## src/logic/clock_pkg.sv

```systemverilog
package clock_pkg;

  // operating mode, run is the reset value
  typedef enum logic [1:0] {
    mode_run       = 2'b00,
    mode_set_time  = 2'b01,
    mode_set_timer = 2'b10,
    mode_set_alarm = 2'b11
  } mode_e;

  // packed bcd time, hours in the top byte
  localparam int TIME_W = 24;  // hh:mm:ss
  localparam int HM_W   = 16;  // hh:mm only

  // field limits, all bcd
  localparam logic [7:0] BCD_MAX_MINSEC = 8'h59;
  localparam logic [7:0] BCD_MAX_HOUR   = 8'h23;
  localparam logic [7:0] BCD_NOON       = 8'h12;  // first pm hour

endpackage
```

## src/logic/clock_top.sv

```systemverilog
`timescale 1ns/100ps

module clock_top #(
  parameter int TICKS_PER_SEC = 50_000_000
) (
  input  logic                        clk,
  input  logic                        rst,
  input  clock_pkg::mode_e             mode,
  input  logic [clock_pkg::TIME_W-1:0] time_in,
  input  logic                        show_timer,
  input  logic                        hour12,
  output logic [clock_pkg::TIME_W-1:0] disp_time,
  output logic                        pm,
  output logic                        buzzer,
  output logic                        ring
);

  import clock_pkg::*;

  logic              tick;
  mode_e             mode_q;
  logic              load_time;
  logic              load_timer;
  logic              load_alarm;
  logic              time_step;
  logic              timer_step;
  logic [TIME_W-1:0] clock_time;
  logic [TIME_W-1:0] timer_time;
  logic [HM_W-1:0]   alarm_hm;

  tick_mode_decode #(
    .TICKS_PER_SEC(TICKS_PER_SEC)
  ) u_decode (
    .clk        (clk),
    .rst        (rst),
    .mode       (mode),
    .tick       (tick),
    .mode_q     (mode_q),
    .load_time  (load_time),
    .load_timer (load_timer),
    .load_alarm (load_alarm),
    .time_step  (time_step),
    .timer_step (timer_step)
  );

  bcd_time_counter u_clock (
    .clk        (clk),
    .rst        (rst),
    .load_time  (load_time),
    .time_step  (time_step),
    .time_in    (time_in),
    .clock_time (clock_time)
  );

  countdown_timer u_timer (
    .clk        (clk),
    .rst        (rst),
    .load_timer (load_timer),
    .timer_step (timer_step),
    .time_in    (time_in),
    .timer_time (timer_time),
    .buzzer     (buzzer)
  );

  // alarm compares hh:mm only
  alarm_match u_alarm (
    .clk        (clk),
    .rst        (rst),
    .load_alarm (load_alarm),
    .alarm_in   (time_in[TIME_W-1 -: HM_W]),
    .clock_hm   (clock_time[TIME_W-1 -: HM_W]),
    .alarm_hm   (alarm_hm),
    .ring       (ring)
  );

  display_format u_display (
    .mode_q     (mode_q),
    .show_timer (show_timer),
    .hour12     (hour12),
    .clock_time (clock_time),
    .timer_time (timer_time),
    .alarm_hm   (alarm_hm),
    .disp_time  (disp_time),
    .pm         (pm)
  );

endmodule

```

## src/logic/display_format.sv

```systemverilog
`timescale 1ns/100ps

module display_format (
  input  clock_pkg::mode_e             mode_q,
  input  logic                        show_timer,
  input  logic                        hour12,
  input  logic [clock_pkg::TIME_W-1:0] clock_time,
  input  logic [clock_pkg::TIME_W-1:0] timer_time,
  input  logic [clock_pkg::HM_W-1:0]   alarm_hm,
  output logic [clock_pkg::TIME_W-1:0] disp_time,
  output logic                        pm
);

  import clock_pkg::*;

  logic [TIME_W-1:0] src_time;
  logic [7:0]        src_hour;
  logic [TIME_W-9:0] src_rest;  // mm:ss
  logic              run_clock;

  // 24h bcd hour to its 12h form
  function automatic logic [7:0] hour_to_12(input logic [7:0] hr);
    logic [7:0] res;
    if (hr == 8'h00) begin
      res = BCD_NOON;  // midnight reads 12
    end else if (hr > BCD_NOON) begin
      if (hr[3:0] < 4'h2) begin
        res = {hr[7:4] - 4'h2, hr[3:0] + 4'h8};  // 20 and 21 borrow a ten
      end else begin
        res = {hr[7:4] - 4'h1, hr[3:0] - 4'h2};
      end
    end else begin
      res = hr;  // 01 to 12 unchanged
    end
    return res;
  endfunction

  // timer first, then alarm while it is being set, else the clock
  always_comb begin
    if (show_timer) begin
      src_time = timer_time;
    end else if (mode_q == mode_set_alarm) begin
      src_time = {alarm_hm, {(TIME_W - HM_W){1'b0}}};
    end else begin
      src_time = clock_time;
    end
  end

  assign {src_hour, src_rest} = src_time;

  assign run_clock = !show_timer && (mode_q == mode_run);
  assign pm        = run_clock && (src_hour >= BCD_NOON);

  assign disp_time = (run_clock && hour12) ? {hour_to_12(src_hour), src_rest}
                                           : src_time;

endmodule

```

## src/logic/alarm_match.sv

```systemverilog
`timescale 1ns/100ps

module alarm_match (
  input  logic                      clk,
  input  logic                      rst,
  input  logic                      load_alarm,
  input  logic [clock_pkg::HM_W-1:0] alarm_in,
  input  logic [clock_pkg::HM_W-1:0] clock_hm,
  output logic [clock_pkg::HM_W-1:0] alarm_hm,
  output logic                      ring
);

  import clock_pkg::*;

  logic [HM_W-1:0] alarm_q;
  logic            alarm_valid;  // set once any alarm was stored

  assign alarm_hm = alarm_q;

  always_ff @(posedge clk) begin
    if (rst) begin
      alarm_q     <= '0;
      alarm_valid <= 1'b0;
      ring        <= 1'b0;
    end else begin
      if (load_alarm) begin
        alarm_q     <= alarm_in;
        alarm_valid <= 1'b1;
      end
      // seconds not compared, so ring covers the whole minute
      ring <= alarm_valid && (clock_hm == alarm_q);
    end
  end

endmodule

```

## src/logic/countdown_timer.sv

```systemverilog
`timescale 1ns/100ps

module countdown_timer (
  input  logic                        clk,
  input  logic                        rst,
  input  logic                        load_timer,
  input  logic                        timer_step,
  input  logic [clock_pkg::TIME_W-1:0] time_in,
  output logic [clock_pkg::TIME_W-1:0] timer_time,
  output logic                        buzzer
);

  import clock_pkg::*;

  logic [7:0] hour_q;
  logic [7:0] min_q;
  logic [7:0] sec_q;
  logic       armed;
  logic       timer_zero;
  logic       sec_borrow;
  logic       min_borrow;

  // one bcd digit pair down, 00 turns into wrap_val
  function automatic logic [7:0] bcd_dec(input logic [7:0] val,
                                         input logic [7:0] wrap_val);
    logic [7:0] res;
    if (val == 8'h00) begin
      res = wrap_val;
    end else if (val[3:0] == 4'h0) begin
      res = {val[7:4] - 4'h1, 4'h9};  // borrow from tens
    end else begin
      res = val - 8'h01;
    end
    return res;
  endfunction

  assign timer_time = {hour_q, min_q, sec_q};
  assign timer_zero = (timer_time == '0);
  assign sec_borrow = (sec_q == 8'h00);
  assign min_borrow = sec_borrow && (min_q == 8'h00);

  assign buzzer = armed && timer_zero;

  always_ff @(posedge clk) begin
    if (rst) begin
      hour_q <= 8'h00;
      min_q  <= 8'h00;
      sec_q  <= 8'h00;
      armed  <= 1'b0;
    end else if (load_timer) begin
      {hour_q, min_q, sec_q} <= time_in;
      if (time_in != '0) begin
        armed <= 1'b1;
      end
    end else if (timer_step && !timer_zero) begin
      sec_q <= bcd_dec(sec_q, BCD_MAX_MINSEC);
      if (sec_borrow) begin
        min_q <= bcd_dec(min_q, BCD_MAX_MINSEC);
      end
      if (min_borrow) begin
        // hours are nonzero here, no wrap needed
        hour_q <= bcd_dec(hour_q, 8'h00);
      end
    end
  end

endmodule

```

## src/logic/bcd_time_counter.sv

```systemverilog
`timescale 1ns/100ps

module bcd_time_counter (
  input  logic                        clk,
  input  logic                        rst,
  input  logic                        load_time,
  input  logic                        time_step,
  input  logic [clock_pkg::TIME_W-1:0] time_in,
  output logic [clock_pkg::TIME_W-1:0] clock_time
);

  import clock_pkg::*;

  logic [7:0] hour_q;
  logic [7:0] min_q;
  logic [7:0] sec_q;
  logic [7:0] hour_in;
  logic [7:0] min_in;
  logic [7:0] sec_in;
  logic       sec_wrap;
  logic       min_wrap;

  // one bcd digit pair up, rolls to 00 past max_val
  function automatic logic [7:0] bcd_inc(input logic [7:0] val,
                                         input logic [7:0] max_val);
    logic [7:0] res;
    if (val == max_val) begin
      res = 8'h00;
    end else if (val[3:0] == 4'h9) begin
      res = {val[7:4] + 4'h1, 4'h0};  // units carry into tens
    end else begin
      res = val + 8'h01;
    end
    return res;
  endfunction

  assign {hour_in, min_in, sec_in} = time_in;
  assign clock_time = {hour_q, min_q, sec_q};

  // carries between fields
  assign sec_wrap = (sec_q == BCD_MAX_MINSEC);
  assign min_wrap = sec_wrap && (min_q == BCD_MAX_MINSEC);

  always_ff @(posedge clk) begin
    if (rst) begin
      hour_q <= 8'h00;
      min_q  <= 8'h00;
      sec_q  <= 8'h00;
    end else if (load_time) begin
      // load wins, a coinciding step is dropped
      hour_q <= hour_in;
      min_q  <= min_in;
      sec_q  <= sec_in;
    end else if (time_step) begin
      sec_q <= bcd_inc(sec_q, BCD_MAX_MINSEC);
      if (sec_wrap) begin
        min_q <= bcd_inc(min_q, BCD_MAX_MINSEC);
      end
      if (min_wrap) begin
        hour_q <= bcd_inc(hour_q, BCD_MAX_HOUR);  // 23 back to 00
      end
    end
  end

endmodule

```

## src/logic/tick_mode_decode.sv

```systemverilog
`timescale 1ns/100ps

module tick_mode_decode #(
  parameter int TICKS_PER_SEC = 50_000_000
) (
  input  logic             clk,
  input  logic             rst,
  input  clock_pkg::mode_e mode,
  output logic             tick,
  output clock_pkg::mode_e mode_q,
  output logic             load_time,
  output logic             load_timer,
  output logic             load_alarm,
  output logic             time_step,
  output logic             timer_step
);

  import clock_pkg::*;

  localparam int CNT_W = $clog2(TICKS_PER_SEC);
  localparam logic [CNT_W-1:0] CNT_LAST = CNT_W'(TICKS_PER_SEC - 1);

  logic [CNT_W-1:0] presc;

  // second prescaler
  always_ff @(posedge clk) begin
    if (rst) begin
      presc <= '0;
      tick  <= 1'b0;
    end else if (presc == CNT_LAST) begin
      presc <= '0;
      tick  <= 1'b1;  // single cycle pulse on wrap
    end else begin
      presc <= presc + 1'b1;
      tick  <= 1'b0;
    end
  end

  always_ff @(posedge clk) begin
    if (rst) begin
      mode_q <= mode_run;
    end else begin
      mode_q <= mode;
    end
  end

  // load levels last as long as the set mode
  assign load_time  = (mode_q == mode_set_time);
  assign load_timer = (mode_q == mode_set_timer);
  assign load_alarm = (mode_q == mode_set_alarm);

  // clock only runs in run mode
  assign time_step  = tick && (mode_q == mode_run);
  // timer keeps going unless it is being set
  assign timer_step = tick && (mode_q != mode_set_timer);

endmodule

```

## config.mk

```make
export PLATFORM = sky130hd
export DESIGN_NAME = clock_top
export DESIGN_NICKNAME = d
export VERILOG_FILES = /design/src/logic/clock_pkg.sv /design/src/logic/clock_top.sv /design/src/logic/display_format.sv /design/src/logic/alarm_match.sv /design/src/logic/countdown_timer.sv /design/src/logic/bcd_time_counter.sv /design/src/logic/tick_mode_decode.sv
export SDC_FILE = /design/constraint.sdc
export NUM_CORES = 1
export LEC_CHECK = 0
export BUFFER_PORTS_ARGS = -buffer_cell sky130_fd_sc_hd__buf_2
export CAP_MARGIN = 20
export CORE_MARGIN = 2
export CORE_UTILIZATION = 40
export DETAILED_ROUTE_END_ITERATION = 8
export PLACE_DENSITY = 0.68
export SLEW_MARGIN = 25
export SYNTH_ARGS = -nofsm -noshare
export SYNTH_HDL_FRONTEND = slang
export SYNTH_SLANG_ARGS = --single-unit
```

## constraint.sdc

```tcl
create_clock -name clk -period 4.3 [get_ports clk]
set_clock_uncertainty 0.2 [all_clocks]
set_input_delay 0.645 -clock clk [delete_from_list [all_inputs] [get_ports clk]]
set_output_delay 0.645 -clock clk [all_outputs]
set_load 0.03 [all_outputs]
```

==> results of run 1 <==
-- state kept, by name, indices dropped and copies added, names as in the netlist --
signal	cells
u_timer.min_q	8
u_alarm.alarm_valid	1
u_timer.armed	1
u_decode.tick	1
u_alarm.ring	1
u_clock.hour_q	8
u_alarm.alarm_hm	16
u_decode.presc	26
u_decode.mode_q	2
u_clock.sec_q	8
u_timer.hour_q	8
u_timer.sec_q	8
u_clock.min_q	8
-- routing by layer --
metal  routed length (um)  track usage, %
met2                 7590            33.3
met3                  920            4.61
met4                  286            5.69
met1                 7620            26.8
met5                    0               0
-- cells in the mapped netlist, drive strengths merged (15+ instances only) --
| cell type | number |
|---|---|
| xnor2 | 18 |
| clkbuf | 36 |
| nand3 | 20 |
| nor2 | 101 |
| xor2 | 34 |
| o21ai | 38 |
| nand2 | 99 |
| ha | 21 |
| nor4 | 20 |
| nor3 | 18 |
| dfxtp | 96 |
| a211oi | 30 |
| inv | 34 |
| nand4 | 22 |
| buf | 15 |
| a21oi | 46 |
-- area by class of cell --
cell class,instances,area [sq um]
fillers,1516,8210
multi-input cells,614,3810
flip-flops and latches,96,1920
repair buffers,69,378
clock buffers,11,253
well taps,188,235
inverters,34,128
clock inverters,5,103
-- worst max path at each step --
stage | slack (ps) | cells past startpoint | endpoint
global placement | 570 | 12 | disp_time[19]
detailed placement | 580 | 12 | disp_time[19]
CTS | 570 | 12 | disp_time[19]
global route | 320 | 12 | disp_time[19]
finish | 510 | 12 | disp_time[19]
floorplan | 290 | 11 | disp_time[23]
-- power by group --
group	internal (mW)	switching, mW	total, mW
registers	0.916	0.0357	0.952
logic	0.115	0.210	0.325
clock network	0.599	0.354	0.954
total	1.63	0.600	2.23
-- logic make-up after synthesis --
logic type	Yosys count	synth area share, %
AO/OA/AOI/OAI	180	20.1
XOR/XNOR	52	7.47
adder cells (fa/ha/maj)	21	4.31
buffers and inverters	86	6.11
flip-flops	96	31.5
multiplexers	14	2.30
AND/OR/NAND/NOR	347	28.2
-- metrics by stage --
step | worst slack (ps) | total power [mW] | cell area (sq um)
detailed placement | 577 | 1.29 | 6470
finish | 512 | 2.23 | 6830
global route | 324 | 2.32 | 6830
global placement | 572 | 1.29 | 6470
CTS | 567 | 2.24 | 6830
floorplan | 286 | 1.20 | 6100
-- cell usage in the layout, fill, tap and decap left out, types with 5 or more instances in the layout --
| cell type | n |
|---|---|
| a211oi_1 | 28 |
| o21ai_0 | 38 |
| clkbuf_16 | 9 |
| and2_1 | 8 |
| xnor2_1 | 18 |
| nor2b_1 | 9 |
| nand2_1 | 99 |
| inv_1 | 34 |
| buf_4 | 13 |
| nor3_1 | 17 |
| buf_2 | 56 |
| xor2_1 | 34 |
| o31ai_1 | 6 |
| dfxtp_1 | 96 |
| a2bb2oi_1 | 6 |
| nand3_1 | 20 |
| nor4b_1 | 6 |
| nand4b_1 | 7 |
| and3_1 | 5 |
| nand2b_1 | 8 |
| a21oi_1 | 46 |
| ha_1 | 21 |
| a22oi_1 | 6 |
| nor2_1 | 101 |
| o311a_1 | 8 |
| nor4_1 | 18 |
| nor3b_1 | 5 |
| nand4_1 | 20 |
| mux2i_1 | 14 |
==> out/metrics.cfg, run 1 <==
[timing]
hold_violations=0
slew_headroom_pct=37.6
tightestPinTransition_ps=934
min_period_over_period_pct=88.1
rsz0062_at_grt=false
setup-tns-final_ps=0
drv_slew=0
finalCriticalPeriod_ps=3790
hold_ws_ps=257
fmax_mhz=264
setup_violations=0

[clock_network]
clkSinkCount=96
cts_tree=yes
h-tree-depth=3
cts_buffers=9
clock_path_buffers=2
post_cts_buffers=0
cts_resized=0
path_clk_slew_ps=60
hold_buffers=0
clk_latency_ps=360
cts-root-buf=clkbuf_16

[cells_and_area]
final_core_util_pct=45.4
antenna_cells=0
nets=875
stdcell_count=1017
drive_gt1_share_pct=12.5
area_growth_pct=11.9

[yosys]
yosysTopAreaCellShare_pct=31.5
synth-edff-count=0
ys_seq_area_share_pct=31.5
syn_nets=847
syn_avg_cell_area_sq_um=7.66
synth_cells=796
yosys.area.top_type=dfxtp_1
ys_async_sr_fraction_pct=0
ys_types=69
netlist_area_sq_um=6100
synthTopCellsByArea=dfxtp_1 32%, nor2_1 6.2%, nand2_1 6.1%
ys_seq_elements=96
synth_warnings=0
synth_top_flop_cell=dfxtp_1

[worst_setup_path]
cp_slowest_cell=buf_4
startpoint_type=input port
worst_path_largest_cell_delay_ps=400
required_ps=3450
cp_max_fo=41
crit_start=show_timer
critPathKind=input port to output pin
worstRegToRegCells=7
critPathArrivalTime_ps=2940
critPathTopFamily=buffers and inverters
cp-end-kind=output pin
cp_num_buf_inv=5
timing.rr.start=u_clock.sec_q[0]
rr_endpoint=u_clock.hour_q[3]
cp_cell_sequence=buf_2, buf_4, a211o_1, o31a_1, and2_1, inv_1, a32oi_1, o21ai_0, buf_4, o21ai_0, o311a_1, buf_2
ff2ff_setup_slack_ps=1370

[grt]
gr-total-overflow=0
grt_use_total_pct=20.3
grt_max_degree=42
grt_pass1_vias=5243
grt_pass1_wl_um=26700
antenna_found_initial=0

[routing]
drt-initial-drc-count=435
ant_nets=0
routed_wl_um=16400
num_vias=5758
viasPerCell=5.66
drc=0
first_pass_iters=5
post_drt_wl_per_cell_um=16.1

[power_and_ir_drop]
power_density_nw_per_um2=327
p_leak_nw=2.65
ir_drop_v=0.000233

[die]
core_sq_um=15000
boundaryPins=57
start_util_pct=40.6
fp-row-count=45
die_area_sq_um=16300
die_height_um=127
dieWidth_um=127

[placed_design]
place_congestion=0.867
io_buffers=56
dp.cells=1001
post-dp-hpwl_um=11700

[min_path]
min_to=u_decode.presc[0]
whs_path_depth=1
hold_class=flip-flop to flip-flop
hp-start=u_decode.presc[0]

[run_status]
status=finished clean

[job]
maxCapViolCount=0

Note: power is estimated with default switching activity, not from simulation.
==> run 2, diff against run 1 <==
==> constraint.sdc (replaced) <==
create_clock -name clk -period 4.3 [get_ports clk]
set_clock_uncertainty 0.2 [all_clocks]
set_input_delay 0.43 -clock clk [delete_from_list [all_inputs] [get_ports clk]]
set_output_delay 0.43 -clock clk [all_outputs]
set_load 0.03 [all_outputs]
==> out/metrics.cfg, run 2 (synthesis results as in run 1) <==
[grt]
grt_max_degree=50  ; was 42
gr-total-overflow=0  ; unchanged
grt_use_total_pct=20.4  ; was 20.3%
grt_pass1_vias=5188  ; was 5,243
antenna_found_initial=0  ; unchanged
grt_pass1_wl_um=26500  ; was 26,700 um

[clock_network]
hold_buffers=0  ; unchanged
path_clk_slew_ps=70  ; was 60 ps
cts-root-buf=clkbuf_16  ; unchanged
cts_buffers=9  ; unchanged
post_cts_buffers=0  ; unchanged
clock_path_buffers=2  ; unchanged
cts_resized=0  ; unchanged
h-tree-depth=3  ; unchanged
clkSinkCount=96  ; unchanged
cts_tree=yes  ; unchanged
clk_latency_ps=360  ; about the same

[die]
fp-row-count=45  ; unchanged
start_util_pct=40.6  ; unchanged
die_height_um=127  ; unchanged
boundaryPins=57  ; unchanged
core_sq_um=15000  ; unchanged
dieWidth_um=127  ; unchanged
die_area_sq_um=16300  ; unchanged

[worst_setup_path]
startpoint_type=flip-flop  ; was input port
required_ps=3670  ; was 3450 ps
critPathKind=flip-flop to output pin  ; was input port to output pin
cp-end-kind=output pin  ; unchanged
critPathArrivalTime_ps=3050  ; was 2940 ps
cp_max_fo=21  ; was 41

[timing]
min_period_over_period_pct=85.7  ; was 88.1%
slew_headroom_pct=50.6  ; was 37.6%
tightestPinTransition_ps=734  ; was 934 ps
setup-tns-final_ps=0  ; unchanged
drv_slew=0  ; unchanged
setup_violations=0  ; unchanged
hold_ws_ps=94.7  ; was 257 ps
fmax_mhz=272  ; was 264 MHz
hold_violations=0  ; unchanged
rsz0062_at_grt=false  ; unchanged
finalCriticalPeriod_ps=3680  ; was 3790 ps

[power_and_ir_drop]
ir_drop_v=0.000237  ; was 0.000233 V
clock_power_share_pct=39.4  ; was 42.8%
p_comb_share_pct=15.3  ; was 14.6%
p_int_mw=1.49  ; was 1.63 mW
swShare_pct=28.8  ; was 26.9%
finalPower_mw=2.10  ; was 2.23 mW
power_density_nw_per_um2=310  ; was 327 nW/um^2
p_sw_mw=0.605  ; was 0.600 mW
p_leak_nw=2.61  ; was 2.65 nW
seqPwrFrac_pct=45.3  ; was 42.7%

[routing]
drc=0  ; unchanged
post_drt_wl_per_cell_um=16.2  ; was 16.1 um
routed_wl_um=16500  ; was 16,400 um
ant_nets=0  ; unchanged
first_pass_iters=7  ; was 5
viasPerCell=5.66  ; about the same
num_vias=5748  ; was 5,758
drt-initial-drc-count=423  ; was 435

[cells_and_area]
layout.cells.most_common=nor2_1  ; unchanged
area_growth_pct=10.8  ; was 11.9%
largest_register_ffs=26  ; unchanged
drive_gt1_share_pct=12.2  ; was 12.5%
antenna_cells=0  ; unchanged
stdcell_count=1015  ; was 1,017
nets=873  ; was 875
final_cell_mix=101 x nor2_1, 99 x nand2_1, 96 x dfxtp_1  ; unchanged
regMostFlops=u_decode.presc  ; unchanged

[placed_design]
place_congestion=0.893  ; was 0.867
post-dp-hpwl_um=11700  ; about the same
dp.cells=999  ; was 1,001
io_buffers=56  ; unchanged

[min_path]
hold_class=input port to flip-flop  ; was flip-flop to flip-flop

[run_status]
status=finished clean  ; unchanged

[job]
maxCapViolCount=0  ; unchanged

## run 2: path summary, 6_finish.rpt
check	startpoint	endpoint	slack (ps)	cells after the start
setup / recovery	u_decode.mode_q[0]	disp_time[18]	620	11
hold / removal	mode[1]	u_decode.mode_q[1]	90	2
setup reg to reg	u_clock.sec_q[0]	u_clock.hour_q[3]	1370	7
hold reg to reg	u_decode.presc[0]	u_decode.presc[0]	250	1
## run 2: layer usage
layer  vias to the layer above  routed length, um  GRT usage, %
met1                      2701               7770          27.6
met4                         0                299          6.66
li1                       2868                  -             -
met3                        23                884          3.85
met2                       156               7510          32.7
met5                         -                  0             0
## run 2: cell type report
type / count / area, sq um
Timing Repair Buffer: 67 / 363
Fill cell: 1523 / 8280
Clock buffer: 11 / 243
Sequential cell: 96 / 1920
Tap cell: 188 / 235
Inverter: 34 / 128
Clock inverter: 5 / 56.3
Multi-Input combinational cell: 614 / 3810
## run 2: power by group through the flow
| stage | combinational (mW) | clock [mW] | sequential (mW) |
|---|---|---|---|
| 2_1_floorplan | 0.236 | 0 | 0.959 |
| 3_3_place_gp | 0.315 | 0 | 0.971 |
| 3_5_place_dp | 0.318 | 0 | 0.971 |
| 4_1_cts | 0.319 | 0.845 | 0.950 |
| 5_1_grt | 0.353 | 0.872 | 0.955 |
| 6_report | 0.321 | 0.825 | 0.951 |
## run 2: per-stage QoR
stage | setup WS, ps | instance area (sq um) | utilization [%]
floorplan | 353 | 6100 | -
global placement | 1010 | 6450 | 42.9
detailed placement | 988 | 6450 | 42.9
CTS | 605 | 6750 | 44.9
global route | 430 | 6760 | 44.9
finish | 617 | 6760 | 44.9
## run 2: critical path, stage by stage, from the launching register on
cell,delay (ps)
dfxtp_1,290
buf_4,190
and2_1,260
o311a_1,440
ha_1,260
and2_1,130
a32oi_1,230
o21ai_0,120
buf_4,180
nor2b_1,120
or2_2,280
buf_2,180
==> run 3, diff against run 2 <==
- HOLD_SLACK_MARGIN: unset -> 0.12
==> out/metrics.cfg, run 3 (synthesis results as in run 1) <==
[clock_network]
clock_path_buffers=2  ; unchanged
cts_resized=0  ; unchanged
h-tree-depth=3  ; unchanged
clk_latency_ps=360  ; about the same
cts_tree=yes  ; unchanged
clkSinkCount=96  ; unchanged
post_cts_buffers=0  ; unchanged
hold_buffers=2  ; was 0
path_clk_slew_ps=70  ; about the same
cts-root-buf=clkbuf_16  ; unchanged
cts_buffers=9  ; unchanged

[cells_and_area]
largest_register_ffs=26  ; unchanged
area_growth_pct=11.1  ; was 10.8%
regMostFlops=u_decode.presc  ; unchanged
drive_gt1_share_pct=12.2  ; about the same
antenna_cells=0  ; unchanged
layout.cells.most_common=nor2_1  ; unchanged
finish.instance_area_sq_um=6780  ; was 6760 sq um
nets=875  ; was 873
final_cell_mix=101 x nor2_1, 99 x nand2_1, 96 x dfxtp_1  ; unchanged
final_core_util_pct=45.1  ; was 44.9%
n_fill_cell=1526  ; was 1,523

[routing]
ant_nets=0  ; unchanged
routed_wl_um=16500  ; about the same
post_drt_wl_per_cell_um=16.3  ; was 16.2 um
drt-initial-drc-count=435  ; was 423
first_pass_iters=5  ; was 7
drc=0  ; unchanged
num_vias=5770  ; was 5,748
viasPerCell=5.67  ; was 5.66

[worst_setup_path]
critPathArrivalTime_ps=3060  ; was 3050 ps
startpoint_type=flip-flop  ; unchanged
required_ps=3670  ; about the same
critPathKind=flip-flop to output pin  ; unchanged
cp_max_fo=21  ; unchanged
cp-end-kind=output pin  ; unchanged

[placed_design]
place_congestion=0.893  ; unchanged
dpl_worst_slack_ps=988  ; unchanged
post-dp-hpwl_um=11700  ; unchanged
placed_area_sq_um=6450  ; unchanged
io_buffers=56  ; unchanged

[timing]
fmax_mhz=271  ; was 272 MHz
setup_violations=0  ; unchanged
rsz0062_at_grt=false  ; unchanged
setup-tns-final_ps=0  ; unchanged
slew_headroom_pct=49.9  ; was 50.6%
setup_ws_ps=606  ; was 617 ps
hold_violations=0  ; unchanged
drv_slew=0  ; unchanged
finalCriticalPeriod_ps=3690  ; was 3680 ps
min_period_over_period_pct=85.9  ; was 85.7%
tightestPinTransition_ps=744  ; was 734 ps

[power_and_ir_drop]
p_leak_nw=2.62  ; was 2.61 nW
power_density_nw_per_um2=310  ; about the same
ir_drop_v=0.000237  ; about the same

[die]
boundaryPins=57  ; unchanged
core_sq_um=15000  ; unchanged
die_height_um=127  ; unchanged
fp-row-count=45  ; unchanged
start_util_pct=40.6  ; unchanged
die_area_sq_um=16300  ; unchanged
dieWidth_um=127  ; unchanged

[min_path]
hold_class=input port to flip-flop  ; unchanged

[grt]
grt_max_degree=50  ; unchanged
gr-total-overflow=0  ; unchanged
grt_pass1_wl_um=26400  ; was 26,500 um
grt_use_total_pct=20.4  ; about the same
grt_pass1_vias=5182  ; was 5,188
antenna_found_initial=0  ; unchanged

[run_status]
status=finished clean  ; unchanged

[job]
maxCapViolCount=0  ; unchanged

==> run 3: critical path, stage by stage, from the launching register on <==
cell,delay (ps)
dfxtp_1,290
buf_4,190
and2_1,270
o311a_1,450
ha_1,260
and2_1,130
a32oi_1,230
o21ai_0,120
buf_4,180
nor2b_1,130
or2_2,280
buf_2,180
==> run 3: stage by stage <==
| stage | cells | total power [mW] | hold WS, ps |
|---|---|---|---|
| final | 1017 | 2.10 | 146 |
| after detailed placement | 999 | 1.29 | 247 |
| after global routing | 1017 | 2.18 | 153 |
| after global placement | 999 | 1.29 | 235 |
| after CTS | 1017 | 2.12 | 135 |
| after floorplan | 796 | 1.19 | 218 |
==> run 3: worst paths after layout <==
check	depth (start not counted)	to	slack (ps)	startpoint
worst max-delay path	11	disp_time[18]	610	u_decode.mode_q[0]
worst min register to register	1	u_decode.presc[0]	250	u_decode.presc[0]
worst max register to register	7	u_clock.hour_q[3]	1370	u_clock.sec_q[0]
worst min-delay path	3	u_timer.sec_q[1]	150	time_in[1]
==> run 3: routing by layer <==
metal  global-route usage (%)  up-vias  wire, um  share of wire (%)
met3                     3.85       20       799                4.8
met2                     32.7      161      7590                 46
li1                         -     2874         -                  -
met1                     27.6     2715      7870                 48
met4                     6.66        0       273                1.7
met5                        0        -         0                  0
==> run 3: power breakdown <==
part	total, mW	switching (mW)	internal (mW)
combinational	0.323	0.211	0.111
clock	0.827	0.361	0.466
sequential	0.951	0.0350	0.916
total	2.10	0.607	1.49
==> run 3: area by class of cell <==
cell class	count	area (sq um)	share of cell area, %
inverters	34	128	1.88
flip-flops and latches	96	1920	28.4
well taps	188	235	3.47
clock inverters	5	56.3	0.831
clock buffers	11	243	3.58
repair buffers	69	383	5.65
multi-input cells	614	3810	56.2
